**src/rtl/bubble_pkg.sv**
```systemverilog
package bubble_pkg;

    // buffer geometry
    localparam int buf_addr_w  = 13;          // 8192 entries per channel
    localparam int host_addr_w = 14;          // bit 0 channel, 13:1 entry

    // access type as seen on the emulator side
    typedef enum logic [2:0] {
        acc_idle = 3'b000,                    // empty propagation line, addr all ones
        acc_boot = 3'b110,                    // boot loop, addr = cycle number
        acc_user = 3'b111                     // user page, region from 7168
    } acc_type_e;

    // host command opcodes
    typedef enum logic [1:0] {
        op_write_bit  = 2'd0,                 // data bit into buffer at addr
        op_set_access = 2'd1,                 // access type from addr[2:0]
        op_set_length = 2'd2,                 // read length from addr[12:0]
        op_start      = 2'd3                  // kick off a read
    } host_op_e;

    // host command, held stable by the host while req is high
    typedef struct packed {
        host_op_e               op;
        logic [host_addr_w-1:0] addr;
        logic                   data;
    } host_cmd_t;

    // bubble detector lines, already inverted
    typedef struct packed {
        logic valid;
        logic dout0;
        logic dout1;
    } bubble_out_t;

    // read request from sequencer to buffers
    typedef struct packed {
        logic                  valid;
        logic [buf_addr_w-1:0] addr;
    } rd_req_t;

endpackage

```
**src/rtl/bubble_cfg_regs.sv**
```systemverilog
`timescale 1ns/1ps

module bubble_cfg_regs
(
    input  logic                                BOUTTICKS,
    input  logic                                reset,
    input  logic                                cmd_stb,
    input  bubble_pkg::host_cmd_t               cmd,
    input  logic                                done,       // from sequencer
    output bubble_pkg::acc_type_e               acc_type,
    output logic [bubble_pkg::buf_addr_w-1:0]   rd_len,
    output logic                                start,      // one-cycle kick
    output logic                                busy
);

    import bubble_pkg::*;

    always_ff @(posedge BOUTTICKS)
    begin
        if (reset)
        begin
            acc_type <= acc_idle;
            rd_len   <= '0;
            start    <= 1'b0;
            busy     <= 1'b0;
        end
        else
        begin
            start <= 1'b0;                          // pulse by default

            if (done)
            begin
                busy <= 1'b0;                       // falls with last rd.valid
            end

            if (cmd_stb)
            begin
                case (cmd.op)
                    op_set_access:
                    begin
                        // unknown codes fall back to the empty line
                        case (cmd.addr[2:0])
                            acc_boot: acc_type <= acc_boot;
                            acc_user: acc_type <= acc_user;
                            default:  acc_type <= acc_idle;
                        endcase
                    end
                    op_set_length:
                    begin
                        rd_len <= cmd.addr[buf_addr_w-1:0];  // allowed mid-read
                    end
                    op_start:
                    begin
                        // restart during a read is dropped here and only here
                        if (!busy)
                        begin
                            busy  <= 1'b1;
                            start <= 1'b1;
                        end
                    end
                    default:
                    begin
                        // write bits go to the buffers
                    end
                endcase
            end
        end
    end

endmodule

```
**config.mk**
```make
export PLATFORM = sky130hd
export DESIGN_NAME = bubble_cfg_regs
export DESIGN_NICKNAME = d
export VERILOG_FILES = /design/src/rtl/bubble_pkg.sv /design/src/rtl/bubble_cfg_regs.sv
export SDC_FILE = /design/constraint.sdc
export NUM_CORES = 1
export LEC_CHECK = 0
export BUFFER_PORTS_ARGS = -buffer_cell sky130_fd_sc_hd__buf_2
export CAP_MARGIN = 10
export CORE_MARGIN = 5
export CORE_UTILIZATION = 45
export CTS_BUF_LIST = sky130_fd_sc_hd__clkbuf_4 sky130_fd_sc_hd__clkbuf_8
export CTS_CLUSTER_SIZE = 14
export DETAILED_ROUTE_END_ITERATION = 10
export PLACE_DENSITY = 0.79
export SLEW_MARGIN = 20
export SYNTH_ARGS = -nofsm -noshare
export SYNTH_HDL_FRONTEND = slang
export SYNTH_SLANG_ARGS = --single-unit
```
**constraint.sdc**
```tcl
create_clock -name BOUTTICKS -period 2.3 [get_ports BOUTTICKS]
set_input_delay 0.46 -clock BOUTTICKS [delete_from_list [all_inputs] [get_ports BOUTTICKS]]
set_output_delay 0.46 -clock BOUTTICKS [all_outputs]
set_load 0.005 [all_outputs]
```
==> run summary <==
status - completed
CTS clock-pin slew for the worst setup and hold paths - 0.09 ns
Setup TNS - 0 ns
sw frac - 22.3%
hold path startpoint - done
Final Instance Count excl. Fillers - 126
CP delay by family, top - flip-flops
max-slew violation count - 0
Gate Count Post-Synth - 74
RePlAce Congestion - 0.621
Overflow after GRT - 0
crit path DAT - 0.78 ns
DR WL/cell - 11.7 um
Fin. Hold Viols - 0
power density cells - 562 nW/um2
Post-Syn Nets - 95
DRT iter0 DRCs - 6
Sequential Power Share - 57.0%
Synth top area share - 43.9%
num ports - 39
CTS tree - built
kind of capture point of the worst setup path - output port
area delta synth->final - 24.4%
wire length on met3 - 169 um
Routed WL - 1.47 mm
P_leak - 0.448 nW
antenna violations before repair - 0
most frequent cells in the layout - buf_2 (36), nand2b_1 (29), dfxtp_1 (17)
Slowest cell on crit path - dfxtp_1
Seq/Total Area, Yosys - 43.9%
Slew @ Worst Pin - 0.375 ns
vias per cell - 4.94
share of total power in combinational logic - 12.0%
CP max stage delay - 0.37 ns
YS warnings - 0
max_cap viols - 0
layout cell share with drive strength beyond 1 - 38.5%
Max Buffers Root-to-Sink - 2
synth unique cells - 13
Port Buffers - 36
Worst VDD drop - 0.211 mV
Core Footprint - 1690 um2
clock sink total - 17
worst r2r src - busy$_SDFF_PP0_
highest metal used - met4
Critical Path Start - busy$_SDFF_PP0_
first-pass GRT wire length - 2.53 mm
All-Layer GR Usage - 12.8%
post-CTS setup buffer count - 0
ANT nets after route - 0
CP Class - reg -> out
crit path cell chain - buf_2
DR WL met2 - 620 um
Die ar. - 2650 um2
final-report setup violation count - 0
first-pass detailed-route iteration total - 2
total number of vias - 622
Post-Syn Area per Cell - 10.5 um2
post-DP HPWL - 1.07 mm
most common cell after layout, fill and taps aside - buf_2
crit-path max FO - 4
Worst Skew - 0.0000200 ns
routed length on met1 - 651 um
clk_lat worst skew - 0.28 ns
H-tree levels - 1
RSZ-0062 raised after global routing - no
Hold Worst Slack - 0.347 ns
slew margin rel. - 75.0%
critical path buffer and inverter count - 1
mapped cell area - 776 um2
clock share of power - 31.0%
worst min path class - in -> reg
Seq cells post-synth - 17
drt drc - 0
Inst Count DP - 122
total CTS buffers - 3
Final Power - 0.542 mW
die height - 51.5 um
final period utilization - 53.8%
filler instances - 164
Post-CTS Resized - 0
Horiz. Die Dim - 51.5 um
row count - 15
post-synth top area cell - dfxtp_1
final core occ - 57.1%
crit path launch type - flop
hold_buf cts - 0
pin count of the biggest net entering global routing - 33
# diodes - 0
FMAX - 808 MHz
Clk Tree Root Cell - clkbuf_4
initial core utilization - 45.9%
Final #Nets - 131
vias in the first global route - 628
CP Data Required Time - 1.84 ns
Power Internal - 0.421 mW
Net Switching - 0.121 mW
fin crit period - 1.24 ns
largest cells by area after synthesis - dfxtp_1 (44%), nand2b_1 (23%), mux2i_1 (19%)
==> per-stage QoR <==
step / setup WS, ns / area, um2
floorplan: 1.17 / 776
global placement: 1.02 / 935
detailed placement: 0.988 / 935
CTS: 1.04 / 965
global route: 0.996 / 965
finish: 1.06 / 965
==> cells in the mapped netlist <==
library cell  count
nand2b_1         29
dfxtp_1          17
mux2i_1          15
clkbuf_1          3
nand4b_1          2
and3b_1           1
and3b_2           1
buf_12            1
buf_4             1
buf_6             1
nand3b_1          1
nor2_1            1
o22ai_1           1
==> registers in the layout, summed over array words and instances, names as in the netlist <==
signal / cells
acc_type: 2
rd_len: 13
start: 1
busy: 1
==> worst paths after layout <==
path	end	slack (ns)	cells after the start
setup reg to reg	busy$_SDFF_PP0_	1.68	2
hold reg to reg	start$_SDFF_PP0_	0.46	1
setup / recovery	busy	1.06	1
hold / removal	busy$_SDFF_PP0_	0.35	2
==> power groups by stage <==
stage	Sequential, mW	Clock [mW]	Combinational [mW]
final	0.309	0.168	0.0650
after global placement	0.315	0	0.0643
after detailed placement	0.315	0	0.0664
after floorplan	0.317	0	0.0381
after global routing	0.310	0.190	0.0733
after CTS	0.309	0.180	0.0666
==> per-layer routing <==
layer	global-route usage, %	vias up
met5	0	-
met4	9.17	0
met3	3.72	4
met2	20.1	30
met1	14.7	277
li1	-	311
==> worst register-to-register path: stages (launching register included) <==
cell,delay [ns]
dfxtp_1,0.37
nand2b_1,0.07
o22ai_1,0.11
==> kinds of logic after synthesis <==
kind of cell / after synthesis / share of synthesized area (%)
simple gates: 35 / 29.5
buf+inv: 6 / 6.45
flops: 17 / 43.9
compound gates: 1 / 0.807
mux: 15 / 19.4
==> final cells by class <==
type,instances,area (um2),share of cell area [%]
tap,17,21.3,2.20
clock buffer,4,30.0,3.11
multi-input combinational,51,385,39.9
sequential,17,340,35.3
timing repair buffer,37,188,19.5
No activity file was read; power rests on OpenSTA's default activity.
