**config.mk**
```make
export PLATFORM = sky130hd
export DESIGN_NAME = bubble_read_sequencer
export DESIGN_NICKNAME = d
export VERILOG_FILES = /design/src/rtl/bubble_pkg.sv /design/src/rtl/bubble_read_sequencer.sv
export SDC_FILE = /design/constraint.sdc
export NUM_CORES = 1
export LEC_CHECK = 0
export BUFFER_PORTS_ARGS = -buffer_cell sky130_fd_sc_hd__buf_4
export CAP_MARGIN = 40
export CORE_MARGIN = 2
export CORE_UTILIZATION = 59
export DETAILED_ROUTE_END_ITERATION = 8
export PLACE_DENSITY = 0.84
export SETUP_SLACK_MARGIN = 0.3
export SYNTH_ARGS = -nofsm -noshare
export SYNTH_HDL_FRONTEND = slang
export SYNTH_SLANG_ARGS = --single-unit
```
**constraint.sdc**
```tcl
create_clock -name BOUTTICKS -period 5.8 [get_ports BOUTTICKS]
set_input_delay 0.29 -clock BOUTTICKS [delete_from_list [all_inputs] [get_ports BOUTTICKS]]
set_output_delay 0.29 -clock BOUTTICKS [all_outputs]
set_load 0.01 [all_outputs]
```
**src/rtl/bubble_pkg.sv**
```systemverilog
package bubble_pkg;

    // buffer geometry
    localparam int buf_addr_w  = 13;          // 8192 entries per channel
    localparam int host_addr_w = 14;          // bit 0 channel, 13:1 entry

    // access type as seen on the emulator side
    typedef enum logic [2:0] {
        acc_idle = 3'b000,                    // empty propagation line, addr all ones
        acc_boot = 3'b110,                    // boot loop, addr = cycle number
        acc_user = 3'b111                     // user page, region from 7168
    } acc_type_e;

    // host command opcodes
    typedef enum logic [1:0] {
        op_write_bit  = 2'd0,                 // data bit into buffer at addr
        op_set_access = 2'd1,                 // access type from addr[2:0]
        op_set_length = 2'd2,                 // read length from addr[12:0]
        op_start      = 2'd3                  // kick off a read
    } host_op_e;

    // host command, held stable by the host while req is high
    typedef struct packed {
        host_op_e               op;
        logic [host_addr_w-1:0] addr;
        logic                   data;
    } host_cmd_t;

    // bubble detector lines, already inverted
    typedef struct packed {
        logic valid;
        logic dout0;
        logic dout1;
    } bubble_out_t;

    // read request from sequencer to buffers
    typedef struct packed {
        logic                  valid;
        logic [buf_addr_w-1:0] addr;
    } rd_req_t;

endpackage

```
**src/rtl/bubble_read_sequencer.sv**
```systemverilog
`timescale 1ns/1ps

module bubble_read_sequencer
#(
    parameter int page_bits = 10                // cycle bits kept in user page mode
)
(
    input  logic                                BOUTTICKS,
    input  logic                                reset,
    input  logic                                start,
    input  bubble_pkg::acc_type_e               acc_type,
    input  logic [bubble_pkg::buf_addr_w-1:0]   rd_len,
    output bubble_pkg::rd_req_t                 rd,
    output logic                                done
);

    import bubble_pkg::*;

    logic                  active_q;            // read burst in progress
    logic [buf_addr_w-1:0] cycle_q;             // bubble output cycle number
    logic [buf_addr_w-1:0] len_q;               // latched at start
    acc_type_e             acc_q;               // latched at start
    logic                  last_cycle;

    assign last_cycle = active_q && (cycle_q == len_q - 1'b1);

    // zero length finishes on the start cycle with no reads
    assign done = last_cycle || (start && (rd_len == '0));

    always_ff @(posedge BOUTTICKS)
    begin
        if (reset)
        begin
            active_q <= 1'b0;
            cycle_q  <= '0;
        end
        else if (start)
        begin
            active_q <= (rd_len != '0);
            cycle_q  <= '0;
        end
        else if (active_q)
        begin
            if (last_cycle)
            begin
                active_q <= 1'b0;               // burst over
            end
            else
            begin
                cycle_q <= cycle_q + 1'b1;
            end
        end
    end

    // setup latched once per read, later register writes wait for the next start
    always_ff @(posedge BOUTTICKS)
    begin
        if (start)
        begin
            acc_q <= acc_type;
            len_q <= rd_len;
        end
    end

    // access type to buffer address
    always_comb
    begin
        rd.valid = active_q;
        case (acc_q)
            acc_boot:
            begin
                rd.addr = cycle_q;              // straight replay
            end
            acc_user:
            begin
                // page region 7168 up
                rd.addr = {{(buf_addr_w-page_bits){1'b1}}, cycle_q[page_bits-1:0]};
            end
            default:
            begin
                rd.addr = '1;                   // empty propagation line
            end
        endcase
    end

endmodule

```
==> qor.yml, run 1 <==
avgRoutedWirePerCell_um: 16.5
hp-class: "input pin to flip-flop"
met3_usage_pct: 6.93
antenna_found_initial: 0
arrival_ps: 3130
drt_iter0_markers: 73
fin_area_sq_um: 2130
wirelength_um: 4230
cts_setup_buffers: 0
rsz0062_at_grt: "false"
p_per_area_nw_per_um2: 214
min_period_ps: 3420
grt_pass1_wl_um: 6730
hold_path_depth: 1
synth_common_cells: "edfxtp_1, dfxtp_1, nand2_1"
multi_input_area_sq_um: 988
ys_seq_area_share_pct: 41.3
grt_usage_pct: 25.8
drt-vias-per-instance: 6.31
layout.nets: 243
busiest_layer: "met2"
yosys_warnings: 0
critPathRequiredTime_ps: 5510
syn-cell-area_sq_um: 1840
hpwlAfterDp_um: 3190
cp_cell_sequence: "inv_1, ha_1, or3b_2, o41ai_1, nor4bb_1, nand4_1, nor2_1, o21ai_0, o21ai_0, buf_4"
die_w_um: 59.9
synth-seq-cells: 30
clock_latency_ps: 330
hold_buffers: 0
antenna_left: 0
fillers: 237
cts_tree: "done"
setup_viol: 0
max_cap_viol_count: 0
fmax_mhz: 293
run_status: "finished clean"
synth_top_area_share_pct: 26.1
synth_most_common_cell: "edfxtp_1"
cp-start-kind: "flip-flop"
synth_fp_nets: 213
port_buffers: 33
crit_type: "flip-flop to primary output"
post_cts_resized: 0
grt_pass1_vias: 1545
grt_max_degree: 22
vias: 1616
cts_buffers: 5
synth_top_area_cell: "edfxtp_1"
post-route-period-util_pct: 58.9
htree_levels: 2
critPathCaptureType: "primary output"
ff2ff_path_depth: 9
drtPass1Iterations: 4
drc: 0
leakage_uw: 0.000776
ys_types: 46
gr-usage-met1_pct: 29.1
rows: 20
root_buffer: "clkbuf_4"
syn_inst: 192
drv_slew: 0
regArea_sq_um: 761
tightestPinTransition_ps: 709
grt_overflow: 0
clockBufferDepth: 2
die_height_um: 59.9
start_util_pct: 61.3
worst_clock_skew_ps: 9.40
tns_ps: 0
ys.flop_type: "edfxtp_1"
ys_async_sr_fraction_pct: 0
design.die.area_sq_um: 3580
clk_pin_slew_ps: 90
max_stage_delay_ps: 570
max-vdd-ir-drop_mv: 0.120
layout-drive-gt1-share_pct: 25.1
synthTopCellsByArea: "edfxtp_1, dfxtp_1, xnor2_1, xor2_1, or2_2"
cp_common_cell: "o21ai_0"
clock-sinks: 30
syn_to_final_growth_pct: 15.6
grt_use_met2_pct: 44.7
placed_area_sq_um: 2070
antenna-diode-count: 0
synth_enable_flop_cells: 16
syn_avg_cell_area_sq_um: 9.59
relSlewSlack_pct: 52.3
final_hold_viol_count: 0
coreArea_sq_um: 3000
crit_path_max_fanout: 6
place_congestion: 0.833
slowest_stage: "or3b_2"
boundaryPins: 34
[cells by family (layout without fill, tap and decap cells)]
| kind of cell | after synthesis | after routing | share of synthesized area, % |
|---|---|---|---|
| simple gates | 87 | 87 | 27.6 |
| compound gates | 31 | 31 | 13.2 |
| flops | 30 | 30 | 41.3 |
| xor+xnor | 22 | 22 | 10.5 |
| buf+inv | 18 | 49 | 4.96 |
| fa+ha+maj | 2 | 2 | 1.36 |
| mux | 2 | 2 | 1.09 |
[state kept, by name (all words and copies together), names as in the netlist]
register and count:
acc_q 3, active_q 1, cycle_q 13, len_q 13
[per-stage QoR]
stage	util, %	hold slack [ps]	setup WS (ps)	cells	total power (uW)
3_3_place_gp	68.9	470	2820	248	327
2_1_floorplan	-	389	2990	192	300
4_1_cts	70.9	116	2410	256	458
3_5_place_dp	68.9	470	2660	248	331
6_report	70.9	128	2380	256	456
5_1_grt	70.9	105	2270	256	479
[final timing paths]
check | startpoint | endpoint | slack [ps]
worst max-delay path | len_q[0] | done | 2380
worst min-delay path | acc_type[0] | acc_q[0] | 130
worst max register to register | len_q[0] | cycle_q[9] | 2570
worst min register to register | cycle_q[10] | cycle_q[10] | 550
[worst max-delay path: cells and delay by family (launching register included)]
| kind | cells | cell delay, ps |
|---|---|---|
| DFF | 1 | 450 |
| buffers and inverters | 2 | 260 |
| adders and majority gates | 1 | 210 |
| and+or+nand+nor | 4 | 1080 |
| AOI/OAI and AO/OA | 3 | 770 |
[per-layer routing]
metal | wire length [um] | share of wire [%]
met1 | 1620 | 38
met2 | 2180 | 52
met3 | 324 | 7.7
met4 | 105 | 2.5
met5 | 0 | 0
[layout by cell type, fill, tap and decap left out, drive strengths merged, types with 3 or more instances in the layout]
master  synthesis  routed
nand3           9       9
nor3            5       5
nand2          12      12
xnor2          11      11
inv             8       8
dfxtp          14      14
clkbuf          4       7
and3            3       3
o31ai           3       3
buf             6      33
o21ai           9       9
nor4            7       7
or4             5       5
nand4           5       5
xor2           11      11
a21oi           5       5
nor2           13      13
o41ai           3       3
nor2b           3       3
or3             9       9
edfxtp         16      16
or2             9       9
[area by class of cell]
cell class	count	share of cell area [%]
Multi-Input combinational cell	144	46.4
Sequential cell	30	35.7
Timing Repair Buffer	33	11.6
Clock buffer	7	2.59
Tap cell	33	1.94
Inverter	8	1.41
Clock inverter	1	0.235
[report_power, final]
group          switching (uW)  internal, uW  leakage, uW
registers                11.8           235     0.000270
logic                    40.7          39.0     0.000471
clock network            70.6          58.6    0.0000353
Power figures use the tool's default switching activity.
==> run 2: changes to the inputs <==
ABC_AREA = 1   (was unset)
CORE_UTILIZATION = 56   (was 59)
PLACE_DENSITY = 0.8   (was 0.84)
clock period = 3.43 ns   (was 5.8 ns; I/O delays follow)
==> qor.yml, run 2 <==
post_cts_resized: 0  # unchanged
ys_types: 29  # -37%
drt_iter0_markers: 114  # +56%
avgRoutedWirePerCell_um: 11.6  # -30%
largestRegisters: "cycle_q x13, len_q x13, acc_q x3"
htree_levels: 2  # unchanged
cts_buffers: 5  # unchanged
multi_input_area_sq_um: 992  # +0.38%
min_period_ps: 2500
layout_common_cells: "nand2_1, buf_4, inv_1"
leakage_uw: 0.000937  # +21%
max-vdd-ir-drop_mv: 0.234  # +95%
clk_pin_slew_ps: 90  # about the same
cp-start-kind: "flip-flop"
crit_type: "flip-flop to primary output"
crit_path_max_fanout: 15  # +9
synthTopCellsByArea: "edfxtp_1, dfxtp_1, nand2_1, nand3_1, inv_1"
ys.flop_type: "edfxtp_1"
fmax_mhz: 399
vias: 1728  # +6.9%
hold_path_depth: 1  # unchanged
drt-vias-per-instance: 4.97  # -21%
regToRegSetupSlack_ps: 1320  # -1250 ps
fin_cells: 348  # +36%
drv_slew: 0  # unchanged
arrival_ps: 2330  # -800 ps
post-route-util_pct: 71.6  # +0.70 points
hpwlAfterDp_um: 3080  # -3.6%
antenna-diode-count: 0  # unchanged
critPathRequiredTime_ps: 3260  # -2250 ps
grt_max_degree: 19  # -14%
antenna_left: 0  # unchanged
final_hold_viol_count: 0  # unchanged
synth_fp_nets: 277  # +30%
critPathCaptureType: "primary output"
hp-class: "input pin to flip-flop"
die_height_um: 62.7  # +4.7%
syn-cell-area_sq_um: 1930  # +4.8%
hold_end: "len_q[4]"
syn_to_final_growth_pct: 22.9
grt_overflow: 0  # unchanged
clock-sinks: 30  # unchanged
setup_viol: 0  # unchanged
coreArea_sq_um: 3310  # +10%
busiest_layer: "met2"
worstHoldStart: "rd_len[4]"
syn_avg_cell_area_sq_um: 7.53  # -21%
cts_setup_buffers: 0  # unchanged
gr-usage-met1_pct: 28.4  # -0.75 points
met3_usage_pct: 5.41  # -1.5 points
drtPass1Iterations: 4  # unchanged
layout.nets: 322  # +33%
synth_common_cells: "nand2_1, inv_1, nand3_1"
tns_ps: 0  # unchanged
clockBufferDepth: 2  # unchanged
boundaryPins: 34  # unchanged
design.die.area_sq_um: 3930  # +9.7%
grt_pass1_vias: 1602  # +3.7%
total_power_uw: 773  # +69%
antenna_found_initial: 0  # unchanged
ff2ff_path_depth: 14  # +5
rsz0062_at_grt: "false"
post-route-period-util_pct: 73.0
relSlewSlack_pct: 58.4  # +6.1 points
run_status: "finished clean"
worst_clock_skew_ps: 9.92  # +0.515 ps
synth_top_area_cell: "edfxtp_1"
rr_endpoint: "cycle_q[6]"
layout-drive-gt1-share_pct: 20.9  # -4.3 points
die_w_um: 62.7  # +4.7%
yosys_warnings: 0  # unchanged
synth_top_area_share_pct: 24.9  # -1.2 points
grt_use_met2_pct: 37.2  # -7.5 points
synth-seq-cells: 30  # unchanged
port_buffers: 33  # unchanged
ys_async_sr_fraction_pct: 0  # unchanged
grt_pass1_wl_um: 6970  # +3.5%
clock_latency_ps: 330  # about the same
final_common_cell: "nand2_1"
synth_enable_flop_cells: 16  # unchanged
synth_most_common_cell: "nand2_1"
drc: 0  # unchanged
cts_tree: "done"
rows: 21  # +5.0%
wirelength_um: 4050  # -4.3%
fillers: 295  # +24%
start_util_pct: 58.2  # -3.1 points
grt_usage_pct: 22.3  # -3.5 points
dpl.cell_count: 329  # +33%
regArea_sq_um: 761  # unchanged
r2r_start: "len_q[0]"
root_buffer: "clkbuf_4"
place_congestion: 0.857  # +2.8%
tightestPinTransition_ps: 623  # -85.9 ps
p_per_area_nw_per_um2: 326  # +52%
max_cap_viol_count: 0  # unchanged
syn_inst: 256  # +33%
ys_seq_area_share_pct: 39.5  # -1.9 points
[run 2: timing repair]
action / CTS / global route
endpoints found under the hold margin: 3 / 8
endpoints found under the setup margin: 0 / 0
hold buffers: 3 / 8
[run 2: area by class of cell]
class | instances | area share [%]
Clock buffer | 6 | 2.16
Clock inverter | 2 | 0.475
Inverter | 37 | 5.86
Multi-Input combinational cell | 183 | 41.9
Sequential cell | 30 | 32.1
Tap cell | 46 | 2.43
Timing Repair Buffer | 44 | 15.1
[run 2: through the flow]
step | hold WS (ps) | instance area, sq um | setup slack (ps)
after floorplan | 270 | 1930 | 1380
after global placement | 354 | 2200 | 1320
after detailed placement | 351 | 2200 | 1290
after CTS | 2.70 | 2290 | 902
after global routing | 6.61 | 2370 | 706
final | 28.6 | 2370 | 926
[run 2: worst max-delay path: stages, from the launching register on]
cell	delay (ps)
edfxtp_1	410
inv_1	120
ha_1	200
nand2_1	80
nor2_1	160
nand2_1	70
nand2_1	60
nand2_1	40
nor2_1	80
nand2_1	70
nor2_2	140
nand3_4	190
o21ai_0	230
buf_4	150
[run 2: cells by family after synthesis]
family | Yosys count | synth area share [%]
AOI/OAI and AO/OA | 19 | 6.29
xor gates and xnor gates | 20 | 9.09
adders and majority gates | 2 | 1.30
buffers and inverters | 43 | 9.09
DFF | 30 | 39.5
and+or+nand+nor | 142 | 34.8
[run 2: power breakdown]
part           internal (uW)  leakage, uW  switching [uW]
Sequential               397     0.000270            17.9
Clock                   99.1    0.0000386             127
Combinational           63.1     0.000628            68.6
Total                    559     0.000937             214
[run 2: worst max-delay path by stage]
stage	cells past startpoint	start	end
floorplan	13	len_q[0]	done
global placement	13	len_q[0]	done
detailed placement	13	len_q[0]	done
CTS	13	len_q[0]	done
global route	13	len_q[0]	done
finish	13	len_q[0]	done
[run 2: per-layer routing]
layer | vias to the layer above | part of all wire (%)
met4 | 0 | 0.84
met5 | - | 0
met1 | 775 | 46
met2 | 39 | 50
li1 | 909 | -
met3 | 5 | 3.4
==> run 3: changes to the inputs <==
CORE_UTILIZATION = 50   (was 56)
PLACE_DENSITY = 0.75   (was 0.8)
clock period = 2.3 ns   (was 3.43 ns; I/O delays follow)
==> qor.yml, run 3 (synthesized netlist as in run 2, its figures left out) <==
arrival_ps: 1920  # -410 ps
rows: 22  # +4.8%
drc: 0  # unchanged
rsz0062_at_grt: "true"
fillers: 340  # +15%
leakage_uw: 0.000930  # -0.70%
port_buffers: 33  # unchanged
avgRoutedWirePerCell_um: 12.2  # +4.8%
die_height_um: 66.1  # +5.5%
crit_type: "flip-flop to primary output"
place_ws_ps: 155  # -1140 ps
total_power_uw: 1220  # +58%
p_per_area_nw_per_um2: 516  # +58%
syn_to_final_growth_pct: 23.0
drv_slew: 0  # unchanged
cp_top_family: "simple AND/OR/NAND/NOR gates"
tightestPinTransition_ps: 741  # +119 ps
r2r_start: "len_q[1]"
regArea_sq_um: 761  # unchanged
vias: 1717  # -0.64%
grt_overflow: 0  # unchanged
worstPathBufferInverterCount: 3  # +1
antenna_found_initial: 0  # unchanged
cp_cell_sequence: "inv_2, ha_4, inv_2, nand2_1, nand2_1, nor2_1, nand3_1, nor2_1, nand2_1, nor2_2, nand3_4, o21ai_2, buf_4"
cts_buffers: 5  # unchanged
layout.nets: 318  # -1.2%
cts_tree: "done"
largestRegisters: "cycle_q x13, len_q x13, acc_q x3"
grt_pass1_vias: 1637  # +2.2%
max_cap_viol_count: 0  # unchanged
cp-start-kind: "flip-flop"
fmax_mhz: 491
grt_max_degree: 19  # unchanged
regToRegSetupSlack_ps: 320  # -1000 ps
crit_path_max_fanout: 2  # -13
htree_levels: 2  # unchanged
dpl.cell_count: 331  # +0.61%
worst_clock_skew_ps: 8.41  # -1.51 ps
wirelength_um: 4220  # +4.2%
drtPass1Iterations: 4  # unchanged
clockBufferDepth: 2  # unchanged
min_period_ps: 2040
clk_pin_slew_ps: 60  # -30 ps
fin_cells: 346  # -0.57%
clock_latency_ps: 280  # -50 ps
design.die.area_sq_um: 4370  # +11%
grt_usage_pct: 21.4  # -0.89 points
ff2ff_path_depth: 15  # +1
max-vdd-ir-drop_mv: 0.470  # +100%
root_buffer: "clkbuf_8"
hold_end: "acc_q[0]"
max_stage_delay_ps: 380  # -30 ps
wl_met3_um: 162  # +17%
layout-drive-gt1-share_pct: 25.2  # +4.3 points
boundaryPins: 34  # unchanged
clock-sinks: 30  # unchanged
antenna-diode-count: 0  # unchanged
layout_common_cells: "nand2_1, buf_4, inv_1"
rr_endpoint: "cycle_q[12]"
critPathRequiredTime_ps: 2180  # -1080 ps
hp-class: "input pin to flip-flop"
critPathCaptureType: "primary output"
hpwlAfterDp_um: 3170  # +3.0%
m1WireLength_um: 1970  # +5.4%
slowest_stage: "edfxtp_1"
holdWs_ps: 11.4  # -17.2 ps
worstHoldStart: "acc_type[0]"
route.met2.wl_um: 2050  # +1.8%
final_hold_viol_count: 0  # unchanged
drt_iter0_markers: 121  # +6.1%
hold_path_depth: 1  # unchanged
start_util_pct: 52.3  # -6.0 points
fin_ws_ps: 263  # -663 ps
post-route-period-util_pct: 88.5
routed.top_layer: "met4"
multi_input_area_sq_um: 1020  # +3.3%
cp_common_cell: "nand2_1"
run_status: "finished clean"
tns_ps: 0  # unchanged
setup_viol: 0  # unchanged
coreArea_sq_um: 3690  # +11%
relSlewSlack_pct: 50.5  # -7.9 points
grt_pass1_wl_um: 7130  # +2.3%
final_common_cell: "nand2_1"
antenna_left: 0  # unchanged
place_congestion: 0.872  # +1.8%
drt-vias-per-instance: 4.96  # about the same
die_w_um: 66.1  # +5.5%
## run 3: cell types whose count changed in the layout (fill, tap and decap cells not counted), sizes merged
cell         previous run  this run
dlygate4sd3            11         1
buf                    33        39
clkinv                  3         4
inv                    36        35
## run 3: what timing repair did
action                     in CTS  in global routing
setup buffers                   2                  4
hold endpoints to repair        0                  1
pin swaps                       2                  1
setup endpoints to repair      15                 15
hold buffers                    0                  1
gates cloned                    0                  0
gates resized for setup         8                  3
## run 3: where the power goes
group	internal (uW)	switching, uW
Combinational	95.1	108
Sequential	593	28.4
Clock	207	192
Total	895	329
## run 3: metal layers
layer  vias to the layer above  GRT usage (%)
met4                         0           6.38
met2                        33           34.8
met1                       778           28.6
met3                         5           4.60
li1                        901              -
met5                         -              0
## run 3: how the worst max path moves through the flow
stage	startpoint	endpoint	slack (ps)	cells past startpoint
4_1_cts	len_q[1]	done	240	13
6_report	len_q[1]	done	260	13
5_1_grt	len_q[2]	done	90	13
2_1_floorplan	len_q[0]	done	300	13
3_3_place_gp	len_q[0]	done	250	11
3_5_place_dp	len_q[0]	cycle_q[12]	150	14
## run 3: layout make-up
cell class                 instances  area share, %
clock inverter                     2          0.369
clock buffer                       6           3.06
inverter                          37           5.85
timing repair buffer              40           12.9
sequential                        30           32.1
tap                               48           2.53
multi-input combinational        183           43.2
## run 3: worst register-to-register path: stages, from the launching register on
cell      delay [ps]
edfxtp_1         380
inv_2             60
ha_4             270
inv_2             30
nand2_1           50
nand2_1           50
nor2_1           100
nand3_1           80
nor2_1           100
nand2_1           70
nor2_2           120
nand3_4          100
buf_6            180
nand2_8          120
nand2_1           80
a21oi_1          130
## run 3: stage by stage
step / utilization, % / area [sq um]
after floorplan: - / 1930
after CTS: 63.1 / 2330
after detailed placement: 59.6 / 2200
final: 64.3 / 2370
after global placement: 59.6 / 2200
after global routing: 64.3 / 2370
